`config.mk`:
```
export PLATFORM = sky130hd
export DESIGN_NAME = dfdTop
export DESIGN_NICKNAME = d
export VERILOG_FILES = /design/src/rtl/dfdRegPkg.sv /design/src/rtl/dfdTracePkg.sv /design/src/rtl/dfdApbRegs.sv /design/src/rtl/dfdDebugMux.sv /design/src/rtl/dfdTimeSync.sv /design/src/rtl/dfdTop.sv /design/src/rtl/dfdTraceCapture.sv
export VERILOG_INCLUDE_DIRS = /design/src /design/src/include
export SDC_FILE = /design/constraint.sdc
export NUM_CORES = 2
export LEC_CHECK = 0
export BUFFER_PORTS_ARGS = -buffer_cell sky130_fd_sc_hd__buf_2
export CORE_MARGIN = 5
export CORE_UTILIZATION = 40
export CTS_BUF_LIST = sky130_fd_sc_hd__clkbuf_4 sky130_fd_sc_hd__clkbuf_8 sky130_fd_sc_hd__clkbuf_16
export CTS_CLUSTER_DIAMETER = 80
export CTS_CLUSTER_SIZE = 30
export DETAILED_ROUTE_END_ITERATION = 12
export PLACE_DENSITY = 0.6
export REMOVE_ABC_BUFFERS = 1
export SLEW_MARGIN = 10
export SYNTH_ARGS = -nofsm -noshare
export SYNTH_HDL_FRONTEND = slang
export SYNTH_SLANG_ARGS = --single-unit
```
`constraint.sdc`:
```
create_clock -name clk -period 15.75 [get_ports clk]
set_clock_uncertainty 0.2 [all_clocks]
set_input_delay 3.15 -clock clk [delete_from_list [all_inputs] [get_ports clk]]
set_output_delay 3.15 -clock clk [all_outputs]
set_load 0.05 [all_outputs]
```
`src/include/dfd_config.svh`:
```
`ifndef DFD_CONFIG_SVH
`define DFD_CONFIG_SVH

// **************************************************
// APB bus
// **************************************************
`define DFD_APB_ADDR_WIDTH 12
`define DFD_APB_DATA_WIDTH 32

// **************************************************
// Debug signal sources and lanes
// **************************************************
// Sixteen halfword sources feed each lane
`define DFD_NUM_HW 16
`define DFD_HW_WIDTH 16
`define DFD_NUM_LANES 4

// **************************************************
// Trace buffer and time base
// **************************************************
`define DFD_TRACE_DEPTH 16
`define DFD_TS_WIDTH 32

`endif

```
`src/rtl/dfdRegPkg.sv`:
```
`include "dfd_config.svh"

package dfdRegPkg;

  typedef logic [`DFD_APB_ADDR_WIDTH-1:0] regAddr_t;

  // Register map
  localparam regAddr_t REG_CTRL      = 12'h000;
  localparam regAddr_t REG_MUXSEL    = 12'h004;
  localparam regAddr_t REG_TIMESTAMP = 12'h008;
  localparam regAddr_t REG_STATUS    = 12'h00C;

  // Trace buffer read window
  localparam regAddr_t BUF_BASE = 12'h100;
  localparam regAddr_t BUF_LAST = 12'h1FF;

  // Entry index and word select inside the window
  localparam int BUF_IDX_LSB  = 4;
  localparam int BUF_IDX_MSB  = 7;
  localparam int BUF_WORD_LSB = 2;
  localparam int BUF_WORD_MSB = 3;

  typedef enum logic [1:0] {
    BUF_WORD_TS       = 2'd0,
    BUF_WORD_LANES_LO = 2'd1,
    BUF_WORD_LANES_HI = 2'd2,
    BUF_WORD_RSVD     = 2'd3
  } bufWord_e;

  // Start, stop and clear are write-one pulses
  typedef enum int unsigned {
    CTRL_START       = 0,
    CTRL_STOP        = 1,
    CTRL_CLEAR       = 2,
    CTRL_CHANGE_ONLY = 3,
    CTRL_TS_ENABLE   = 4
  } ctrlBits_e;

  localparam int STAT_COUNT_LSB  = 0;
  localparam int STAT_COUNT_MSB  = 4;
  localparam int STAT_FULL_BIT   = 8;
  localparam int STAT_ACTIVE_BIT = 9;

endpackage

```
`src/rtl/dfdTracePkg.sv`:
```
`include "dfd_config.svh"

package dfdTracePkg;

  // All halfword sources side by side, source 0 in the low bits
  typedef logic [`DFD_NUM_HW-1:0][`DFD_HW_WIDTH-1:0] hwSrc_t;

  typedef logic [$clog2(`DFD_NUM_HW)-1:0] laneSel_t;

  typedef laneSel_t [`DFD_NUM_LANES-1:0] muxSel_t;

  typedef logic [`DFD_NUM_LANES-1:0][`DFD_HW_WIDTH-1:0] debugBus_t;

  typedef logic [`DFD_TS_WIDTH-1:0] timestamp_t;

  // One captured trace entry
  typedef struct packed {
    timestamp_t ts;
    debugBus_t  bus;
  } traceRecord_t;

  typedef logic [$clog2(`DFD_TRACE_DEPTH)-1:0] traceIdx_t;

  // Needs one extra bit to hold a full count
  typedef logic [$clog2(`DFD_TRACE_DEPTH):0] traceCount_t;

endpackage

```
`src/rtl/dfdApbRegs.sv`:
```
`timescale 1ns/10ps
`include "dfd_config.svh"

module dfdApbRegs (
  input  logic                             clk,
  input  logic                             i_rstN,
  input  dfdRegPkg::regAddr_t              i_paddr,
  input  logic                             i_psel,
  input  logic                             i_penable,
  input  logic                             i_pwrite,
  input  logic [`DFD_APB_DATA_WIDTH-1:0]   i_pwdata,
  input  logic [`DFD_APB_DATA_WIDTH/8-1:0] i_pstrb,
  output logic                             o_pready,
  output logic                             o_pslverr,
  output logic [`DFD_APB_DATA_WIDTH-1:0]   o_prdata,
  output dfdTracePkg::muxSel_t             o_muxSel,
  output logic                             o_tsEnable,
  output logic                             o_tsLoad,
  output dfdTracePkg::timestamp_t          o_tsLoadValue,
  input  dfdTracePkg::timestamp_t          i_timestamp,
  output logic                             o_changeOnly,
  output logic                             o_ctrlStart,
  output logic                             o_ctrlStop,
  output logic                             o_ctrlClear,
  output dfdTracePkg::traceIdx_t           o_rdIdx,
  input  dfdTracePkg::traceRecord_t        i_rdEntry,
  input  dfdTracePkg::traceCount_t         i_count,
  input  logic                             i_full,
  input  logic                             i_active
);
  import dfdRegPkg::*;
  import dfdTracePkg::*;

  logic                           setupPhase;
  logic                           accessPhase;
  logic                           hitCtrl;
  logic                           hitMuxSel;
  logic                           hitTimestamp;
  logic                           hitStatus;
  logic                           hitBuf;
  logic                           addrErr;
  logic                           wrEn;
  logic                           changeOnlyQ;
  logic                           tsEnableQ;
  muxSel_t                        muxSelQ;
  logic [`DFD_APB_DATA_WIDTH-1:0] rdData;

  // **************************************************
  // Address decode and bus response
  // **************************************************
  assign setupPhase  = i_psel & ~i_penable;
  assign accessPhase = i_psel & i_penable;

  assign hitCtrl      = (i_paddr == REG_CTRL);
  assign hitMuxSel    = (i_paddr == REG_MUXSEL);
  assign hitTimestamp = (i_paddr == REG_TIMESTAMP);
  assign hitStatus    = (i_paddr == REG_STATUS);
  assign hitBuf       = (i_paddr >= BUF_BASE) && (i_paddr <= BUF_LAST);

  // STATUS and the buffer window are read only
  assign addrErr = ~(hitCtrl | hitMuxSel | hitTimestamp | hitStatus | hitBuf)
                 | (i_pwrite & (hitStatus | hitBuf));

  // Zero wait states, byte strobes have no effect
  assign o_pready  = accessPhase;
  assign o_pslverr = accessPhase & addrErr;
  assign wrEn      = accessPhase & i_pwrite & ~addrErr;

  // **************************************************
  // Control and select registers
  // **************************************************
  always_ff @(posedge clk) begin
    if (!i_rstN) begin
      changeOnlyQ <= 1'b0;
      tsEnableQ   <= 1'b0;
      muxSelQ     <= '0;
    end else if (wrEn) begin
      if (hitCtrl) begin
        changeOnlyQ <= i_pwdata[CTRL_CHANGE_ONLY];
        tsEnableQ   <= i_pwdata[CTRL_TS_ENABLE];
      end
      if (hitMuxSel) begin
        muxSelQ <= muxSel_t'(i_pwdata[$bits(muxSel_t)-1:0]);
      end
    end
  end

  assign o_muxSel     = muxSelQ;
  assign o_tsEnable   = tsEnableQ;
  assign o_changeOnly = changeOnlyQ;

  // Pulses land at the same edge as the write
  assign o_ctrlStart   = wrEn & hitCtrl & i_pwdata[CTRL_START];
  assign o_ctrlStop    = wrEn & hitCtrl & i_pwdata[CTRL_STOP];
  assign o_ctrlClear   = wrEn & hitCtrl & i_pwdata[CTRL_CLEAR];
  assign o_tsLoad      = wrEn & hitTimestamp;
  assign o_tsLoadValue = timestamp_t'(i_pwdata[$bits(timestamp_t)-1:0]);

  // **************************************************
  // Read path
  // **************************************************
  assign o_rdIdx = traceIdx_t'(i_paddr[BUF_IDX_MSB:BUF_IDX_LSB]);

  always_comb begin
    rdData = '0;
    if (hitCtrl) begin
      rdData[CTRL_CHANGE_ONLY] = changeOnlyQ;
      rdData[CTRL_TS_ENABLE]   = tsEnableQ;
    end else if (hitMuxSel) begin
      rdData[$bits(muxSel_t)-1:0] = muxSelQ;
    end else if (hitTimestamp) begin
      rdData[$bits(timestamp_t)-1:0] = i_timestamp;
    end else if (hitStatus) begin
      rdData[STAT_COUNT_MSB:STAT_COUNT_LSB] = i_count;
      rdData[STAT_FULL_BIT]                 = i_full;
      rdData[STAT_ACTIVE_BIT]               = i_active;
    end else if (hitBuf) begin
      case (bufWord_e'(i_paddr[BUF_WORD_MSB:BUF_WORD_LSB]))
        BUF_WORD_TS:       rdData[$bits(timestamp_t)-1:0] = i_rdEntry.ts;
        BUF_WORD_LANES_LO: rdData = i_rdEntry.bus[1:0];
        BUF_WORD_LANES_HI: rdData = i_rdEntry.bus[3:2];
        default:           rdData = '0;
      endcase
    end
  end

  // Captured in setup so it is stable through the access phase
  always_ff @(posedge clk) begin
    if (setupPhase && !i_pwrite) begin
      o_prdata <= rdData;
    end
  end

endmodule

```
`src/rtl/dfdDebugMux.sv`:
```
`timescale 1ns/10ps
`include "dfd_config.svh"

module dfdDebugMux (
  input  logic                  clk,
  input  logic                  i_rstN,
  input  dfdTracePkg::hwSrc_t   i_hwSrc,
  input  dfdTracePkg::muxSel_t  i_muxSel,
  output dfdTracePkg::debugBus_t o_debugBus
);
  import dfdTracePkg::*;

  debugBus_t laneNext;

  // Each lane picks its own halfword
  always_comb begin
    for (int lane = 0; lane < `DFD_NUM_LANES; lane++) begin
      laneNext[lane] = i_hwSrc[i_muxSel[lane]];
    end
  end

  always_ff @(posedge clk) begin
    if (!i_rstN) begin
      o_debugBus <= '0;
    end else begin
      o_debugBus <= laneNext;
    end
  end

endmodule

```
`src/rtl/dfdTimeSync.sv`:
```
`timescale 1ns/10ps
`include "dfd_config.svh"

module dfdTimeSync (
  input  logic                    clk,
  input  logic                    i_rstN,
  input  logic                    i_tsEnable,
  input  logic                    i_tsLoad,
  input  dfdTracePkg::timestamp_t i_tsLoadValue,
  output dfdTracePkg::timestamp_t o_timestamp
);
  import dfdTracePkg::*;

  timestamp_t tsCount;
  timestamp_t tsNext;

  // Load beats counting
  always_comb begin
    tsNext = tsCount;
    if (i_tsLoad) begin
      tsNext = i_tsLoadValue;
    end else if (i_tsEnable) begin
      tsNext = tsCount + 1'b1;
    end
  end

  always_ff @(posedge clk) begin
    if (!i_rstN) begin
      tsCount <= '0;
    end else begin
      tsCount <= tsNext;
    end
  end

  assign o_timestamp = tsCount;

endmodule

```
`src/rtl/dfdTop.sv`:
```
`timescale 1ns/10ps
`include "dfd_config.svh"

module dfdTop (
  input  logic                             clk,
  input  logic                             i_rstN,
  input  dfdRegPkg::regAddr_t              i_paddr,
  input  logic                             i_psel,
  input  logic                             i_penable,
  input  logic                             i_pwrite,
  input  logic [`DFD_APB_DATA_WIDTH-1:0]   i_pwdata,
  input  logic [`DFD_APB_DATA_WIDTH/8-1:0] i_pstrb,
  output logic                             o_pready,
  output logic                             o_pslverr,
  output logic [`DFD_APB_DATA_WIDTH-1:0]   o_prdata,
  input  dfdTracePkg::hwSrc_t              i_hwSrc,
  input  logic                             i_traceStart,
  input  logic                             i_traceStop,
  input  logic                             i_tracePulse
);

  dfdTracePkg::muxSel_t      muxSel;
  dfdTracePkg::debugBus_t    debugBus;
  dfdTracePkg::timestamp_t   timestamp;
  dfdTracePkg::timestamp_t   tsLoadValue;
  dfdTracePkg::traceIdx_t    rdIdx;
  dfdTracePkg::traceRecord_t rdEntry;
  dfdTracePkg::traceCount_t  count;
  logic                      tsEnable;
  logic                      tsLoad;
  logic                      changeOnly;
  logic                      ctrlStart;
  logic                      ctrlStop;
  logic                      ctrlClear;
  logic                      full;
  logic                      active;

  // **************************************************
  // Register block
  // **************************************************
  dfdApbRegs u_apbRegs (
    .clk           (clk),
    .i_rstN        (i_rstN),
    .i_paddr       (i_paddr),
    .i_psel        (i_psel),
    .i_penable     (i_penable),
    .i_pwrite      (i_pwrite),
    .i_pwdata      (i_pwdata),
    .i_pstrb       (i_pstrb),
    .o_pready      (o_pready),
    .o_pslverr     (o_pslverr),
    .o_prdata      (o_prdata),
    .o_muxSel      (muxSel),
    .o_tsEnable    (tsEnable),
    .o_tsLoad      (tsLoad),
    .o_tsLoadValue (tsLoadValue),
    .i_timestamp   (timestamp),
    .o_changeOnly  (changeOnly),
    .o_ctrlStart   (ctrlStart),
    .o_ctrlStop    (ctrlStop),
    .o_ctrlClear   (ctrlClear),
    .o_rdIdx       (rdIdx),
    .i_rdEntry     (rdEntry),
    .i_count       (count),
    .i_full        (full),
    .i_active      (active)
  );

  // Selection and time base run side by side
  dfdDebugMux u_debugMux (
    .clk        (clk),
    .i_rstN     (i_rstN),
    .i_hwSrc    (i_hwSrc),
    .i_muxSel   (muxSel),
    .o_debugBus (debugBus)
  );

  dfdTimeSync u_timeSync (
    .clk           (clk),
    .i_rstN        (i_rstN),
    .i_tsEnable    (tsEnable),
    .i_tsLoad      (tsLoad),
    .i_tsLoadValue (tsLoadValue),
    .o_timestamp   (timestamp)
  );

  dfdTraceCapture u_traceCapture (
    .clk          (clk),
    .i_rstN       (i_rstN),
    .i_debugBus   (debugBus),
    .i_timestamp  (timestamp),
    .i_traceStart (i_traceStart),
    .i_traceStop  (i_traceStop),
    .i_tracePulse (i_tracePulse),
    .i_ctrlStart  (ctrlStart),
    .i_ctrlStop   (ctrlStop),
    .i_ctrlClear  (ctrlClear),
    .i_changeOnly (changeOnly),
    .i_rdIdx      (rdIdx),
    .o_rdEntry    (rdEntry),
    .o_count      (count),
    .o_full       (full),
    .o_active     (active)
  );

endmodule

```
`src/rtl/dfdTraceCapture.sv`:
```
`timescale 1ns/10ps
`include "dfd_config.svh"

module dfdTraceCapture (
  input  logic                      clk,
  input  logic                      i_rstN,
  input  dfdTracePkg::debugBus_t    i_debugBus,
  input  dfdTracePkg::timestamp_t   i_timestamp,
  input  logic                      i_traceStart,
  input  logic                      i_traceStop,
  input  logic                      i_tracePulse,
  input  logic                      i_ctrlStart,
  input  logic                      i_ctrlStop,
  input  logic                      i_ctrlClear,
  input  logic                      i_changeOnly,
  input  dfdTracePkg::traceIdx_t    i_rdIdx,
  output dfdTracePkg::traceRecord_t o_rdEntry,
  output dfdTracePkg::traceCount_t  o_count,
  output logic                      o_full,
  output logic                      o_active
);
  import dfdTracePkg::*;

  localparam traceCount_t DEPTH = traceCount_t'(`DFD_TRACE_DEPTH);
  localparam traceCount_t LAST  = traceCount_t'(`DFD_TRACE_DEPTH - 1);

  traceRecord_t traceMem [`DFD_TRACE_DEPTH];
  timestamp_t   tsAligned;
  logic         pulseAligned;
  debugBus_t    prevBus;
  traceCount_t  countQ;
  logic         activeQ;
  logic         fullNow;
  logic         startReq;
  logic         stopReq;
  logic         busChanged;
  logic         candidate;
  logic         wrEn;
  logic         fillWrite;

  // **************************************************
  // Alignment with the registered mux output
  // **************************************************
  always_ff @(posedge clk) begin
    tsAligned <= i_timestamp;
    prevBus   <= i_debugBus;
  end

  always_ff @(posedge clk) begin
    if (!i_rstN) begin
      pulseAligned <= 1'b0;
    end else begin
      pulseAligned <= i_tracePulse;
    end
  end

  // **************************************************
  // Arming and write decision
  // **************************************************
  assign startReq   = i_traceStart | i_ctrlStart;
  assign stopReq    = i_traceStop | i_ctrlStop;
  assign fullNow    = (countQ == DEPTH);
  assign busChanged = (i_debugBus != prevBus);

  // A pulse capture skips the change filter
  assign candidate = pulseAligned | (activeQ & (~i_changeOnly | busChanged));
  assign wrEn      = candidate & ~fullNow & ~i_ctrlClear;
  assign fillWrite = wrEn & (countQ == LAST);

  always_ff @(posedge clk) begin
    if (!i_rstN) begin
      activeQ <= 1'b0;
    end else if (i_ctrlClear) begin
      activeQ <= 1'b0;
    end else if (startReq) begin
      activeQ <= 1'b1;
    end else if (stopReq || fillWrite) begin
      activeQ <= 1'b0;
    end
  end

  always_ff @(posedge clk) begin
    if (!i_rstN) begin
      countQ <= '0;
    end else if (i_ctrlClear) begin
      countQ <= '0;
    end else if (wrEn) begin
      countQ <= countQ + 1'b1;
    end
  end

  // **************************************************
  // Record storage, no wrap once full
  // **************************************************
  always_ff @(posedge clk) begin
    if (wrEn) begin
      traceMem[traceIdx_t'(countQ)] <= '{ts: tsAligned, bus: i_debugBus};
    end
  end

  assign o_rdEntry = traceMem[i_rdIdx];
  assign o_count   = countQ;
  assign o_full    = fullNow;
  assign o_active  = activeQ;

endmodule

```
After elaboration in Yosys (flattened, before gate mapping)
Memories as Yosys holds them, arrays and structs flattened.
Cells that the tools add are included.
{ "totals": {"register_bits": 249, "ramBits": 1536, "input_bits": 312, "out_inout_bits": 34, "word_cells": 106, "memories": 1} }
{ "mem_list": {"columns": ["memory", "words", "width", "rd", "rd_clocked_by_memory_dff", "wr", "line_no", "source"], "rows": [
  ["u_traceCapture.traceMem", 16, 96, 1, 0, 1, "dfdTraceCapture.sv:27", "traceRecord_t traceMem [`DFD_TRACE_DEPTH];"]
]} }
{ "op_classes": {"add_sub_neg": 2, "n_lt_le_gt_ge": 6, "n_eq_ne": 8, "muxes": 23, "bitwise": 32, "n_reduce_logical": 12} }
{ "op_table": {"columns": ["operator", "count"], "rows": [
  ["$bmux 16 s4", 4],
  ["$mux 32", 4],
  ["$pmux 32 s3", 1],
  ["$mux 16", 5],
  ["$ne 64x64->1", 1],
  ["$add 32x1->32 const B", 1],
  ["$eq 12x4->1 const B", 2],
  ["$mux 22", 1],
  ["$lt 4x5->1 const B", 4],
  ["$and 1x1->1", 15],
  ["$eq 12x3->1 const B", 1],
  ["$ge 12x9->1 const B", 1],
  ["$le 12x9->1 const B", 1],
  ["$logic_not 12->1", 1],
  ["$or 1x1->1", 10],
  ["$not 1->1", 7],
  ["$add 5x1->5 const B", 1],
  ["$eq 5x4->1 const B", 1],
  ["$eq 5x5->1 const B", 1],
  ["$mux 5", 1],
  ["$mux 1", 4],
  ["$mux 2", 2],
  ["$reduce_and 2->1", 2],
  ["$reduce_bool 2->1", 2],
  ["8 further kinds", 10]
]} }

Depth between registers and ports, before layout
{ "depth": {"depth_word": 17, "depth_mapped": 12, "mapped_depth_nobuf": 7} }

Modules after synthesis
A second synthesis with hierarchy kept.
{ "hier_totals": {"cells_unflattened": 3778, "area_unflattened_um2": 75701.4} }
{ "by_module_without_submodules": {"columns": ["module", "instances", "cells_each", "area_per_inst_um2", "seq_area_each_um2"], "rows": [
  ["dfdTraceCapture", 1, 2407, 60720.7, 48186.2],
  ["dfdDebugMux", 1, 765, 9594.2, 1281.2],
  ["dfdApbRegs", 1, 366, 3430.8, 1321.3],
  ["dfdTimeSync", 1, 240, 1955.6, 640.6]
]} }

Worst setup path after synthesis
Ideal clock, no wire load.
{ "synth_path": {"path_type": "input port to output port", "from": "input i_paddr[7]", "to": "output o_pslverr", "t_arrival_ns": 4.836, "required_time_ns": 12.400, "setup_slack_ns": 7.564, "path_stages": 5, "path_buffers": 1, "path_cell_list": "clkbuf_1 > nor4_2 > a21oi_1 > a211oi_1 > a21boi_0"} }
{ "synth_via": {"elab_chain_cells": 8, "word_cells_on_any_way": 16, "cone_classes": "order compare: 2; eq/ne: 3; bitwise: 9; reduce/logical: 2"} }
{ "synth_rtl": {"columns": ["element", "line_no", "source"], "rows": [
  ["from (decl)", "dfdTop.sv:7", "input dfdRegPkg::regAddr_t i_paddr,"],
  ["branches (longest 6 deep; another with $ge 12x9->1)", null, null],
  ["$or 1x1->1 (*)", "dfdApbRegs.sv:62", "| (i_pwrite & (hitStatus | hitBuf));"],
  ["$and 1x1->1 (*)", "dfdApbRegs.sv:66", "assign o_pslverr = accessPhase & addrErr;"],
  ["to (decl)", "dfdTop.sv:14", "output logic o_pslverr,"]
]} }
Every way passes the cells marked *.

Final worst setup path
Same ends and word-level chain as after synthesis.

==> results.cfg <==
[outcome]
status = complete, no violations

[timing]
drv_slew = 0
relSlewSlack = 0.166
fmax_mhz = 120
grt_setup_unrepaired = false
fin_crit_ns = 8.32
fin_setup_tns_ns = 0
worst_pin_slew_ns = 1.25
setup_viol = 0
finalCritPeriodShare = 0.528
hold_violations = 0
whs_ns = 0.181

[pwr]
p_total_mw = 8.58
vdd_drop_max_mv = 0.0760
cellLeakagePower_nw = 25.8
power.density_nw_per_um2 = 104

[critical_path]
r2r_setup_slack_ns = 10.03
reg2regPathDepth = 9
reg2reg_to = u_traceCapture.traceMem[9][13]
cp_slowest_stage_delay_ns = 0.44
required_ns = 12.40
cp_max_fo = 23
cp-end-kind = output port
critPathArrivalTime_ns = 4.97
criticalPathCategory = input port to output port
start_kind = input port
slowest_stage = nor4_2
crit_path_cell_trace = buf_2 -> buf_4 -> nor4_2 -> a21oi_1 -> a211oi_1 -> a21boi_0 -> buf_2
cpMostUsedCell = buf_2
r2r_start = u_debugMux.o_debugBus[63]

[run]
maxCapViolations = 0

[synthesis]
ys_warn_count = 0
ys_ff_latch = 1785
syn_inst = 3556
synth_cell_types = 59
synth_edf_count = 1568
synthesis.area_sq_um = 74800
synthFlopType = edfxtp_1
yosysSeqAreaShare = 0.688
async_reset_ff_frac = 0
synth.avg_cell_area_sq_um = 21.0

[floorplanning]
ios = 346
rows = 158
design.core.area_sq_um = 186000
floorplan.die_area_sq_um = 196000
die-width_microns = 442
initial_core_util = 0.403
die_h_microns = 442

[clock_network]
cts.clk_slew.worst_paths_ns = 0.11
clockBufferDepth = 3
cts_sinks = 1785
htreeDepth = 3
ctsHoldBuffers = 0
clkLatencyLatePin_ns = 0.74
numCtsBuffers = 84
cts_root_buf = clkbuf_16
cts_tree = done
post_cts_resized = 0
postCtsSetupRepairBufs = 0

[min_path]
holdPathEnd = u_traceCapture.tsAligned[31]
worstHoldPathType = flop to flop
min_from = u_timeSync.o_timestamp[31]
whs_path_depth = 0

[finish]
drive_gt1_frac = 0.352
nNetsFinal = 4152
fin_cells = 6432
syn_to_final_growth_pct = 10.2

[placed_design]
place_congestion = 0.854
dp_cells = 6228
io_buffers = 341
hpwl_mm = 133

[drt]
drt_iter0_markers = 4379
wl_met3_mm = 13.8
drt-total-wl_mm = 219
highest_layer = met5
detail_route.first_pass.iterations = 6
drt-vias-per-instance = 6.01
wl_met2_mm = 109
drc = 0
vias = 38600
ant_nets = 0
wl_met1_mm = 86.0
wl_per_cell_microns = 34.0

[global_route]
grt_usage = 0.220
grt_max_degree = 119
overflow = 0
grt_pass1_vias = 39600
grt_first_pass_wirelength_mm = 309
antenna_found_initial = 34
## per-stage QoR
step                setup slack (ns)  area, sq um   util
floorplan                       7.59        73700      -
global placement                7.11        79300  0.427
detailed placement              7.06        79300  0.427
CTS                             7.39        82300  0.443
global route                    7.38        82400  0.444
finish                          7.43        82400  0.444
## logic make-up (layout without fill, tap and decap cells)
group	Yosys count	in the layout	share of synthesized area
compound gates	243	243	0.0217
xor+xnor	89	89	0.0104
fa+ha+maj	6	6	0.00100
buf+inv	247	596	0.0152
flops	1785	1785	0.688
mux	859	859	0.240
other cells	0	47	0
simple gates	327	327	0.0243
## area by class of cell
type                       count  area, sq um
clock inverter                49          621
timing repair buffer         425         2400
antenna                       47          118
multi-input combinational   1524        22300
sequential                  1785        51500
clock buffer                 108         2350
fill                       15800       103000
tap                         2480         3100
inverter                      14         57.6
## registers in the layout (all words and copies together) (netlist names), 5 cells and up
name,count
u_debugMux.o_debugBus,64
u_traceCapture.traceMem,1536
u_timeSync.o_timestamp,32
u_traceCapture.o_count,5
u_apbRegs.o_prdata,32
u_traceCapture.prevBus,64
u_traceCapture.tsAligned,32
u_apbRegs.o_muxSel,16
## synthesized netlist by cell type, types with 37 or more instances
library cell  count  area share
mux4_2          745        0.22
nand2_1          46      0.0023
buf_2            54      0.0036
mux2i_1         110       0.015
and2_1           74      0.0062
nand4_1          37      0.0031
a21oi_1          70      0.0047
dfxtp_1         217       0.058
clkbuf_1        114      0.0057
xnor2_1          75      0.0088
edfxtp_1       1568        0.63
## how the worst max path moves through the flow
stage               start                             end  slack, ns  cells past startpoint
6_report       i_paddr[7]                       o_pslverr       7.43                      7
5_1_grt        i_paddr[7]                       o_pslverr       7.38                      7
4_1_cts        i_paddr[7]                       o_pslverr       7.39                      7
3_5_place_dp   i_paddr[5]  u_traceCapture.traceMem[9][59]       7.06                     11
3_3_place_gp   i_paddr[5]  u_traceCapture.traceMem[9][59]       7.11                     11
2_1_floorplan   i_penable                       o_pslverr       7.59                      2
## layer usage
layer	vias up	GRT usage
li1	15800	-
met1	21000	0.293
met2	1548	0.369
met3	284	0.0308
met4	16	0.0881
met5	-	0
## placed cells by master, fill, tap and decap left out, drive strengths merged, types with 3 or more instances in the layout
cell type,netlist,routed
a22oi,20,20
ha,6,6
clkbuf,114,108
nand2,46,46
mux4,745,745
dfxtp,217,217
mux2i,110,110
edfxtp,1568,1568
inv,14,43
o221ai,36,36
a211oi,5,5
or2,3,3
nand2b,19,19
o22ai,25,25
nor3,25,25
clkinv,0,19
xor2,14,14
buf,119,425
o31ai,5,5
nor2,35,35
a221oi,3,3
a21oi,70,70
nor4,8,8
a211o,3,3
and2,74,74
o21ai,40,40
nand4,37,37
xnor2,75,75
nand3,26,26
nor2b,23,23
or3,3,3
and3,21,21
diode,0,47
a32oi,4,4
o211a,13,13
a41oi,3,3
mux2,4,4
## worst max-delay path, delay by kind of cell
family | cells | cell delay, ns
AOI/OAI and AO/OA | 3 | 0.70
buffers and inverters | 3 | 0.67
and+or+nand+nor | 1 | 0.44
## power by group
part	total [mW]	internal (mW)	switching, mW
registers	5.25	5.19	0.0637
clock network	2.75	1.15	1.60
logic	0.576	0.257	0.318
total	8.58	6.60	1.99
No activity file was read; power rests on OpenSTA's default activity.
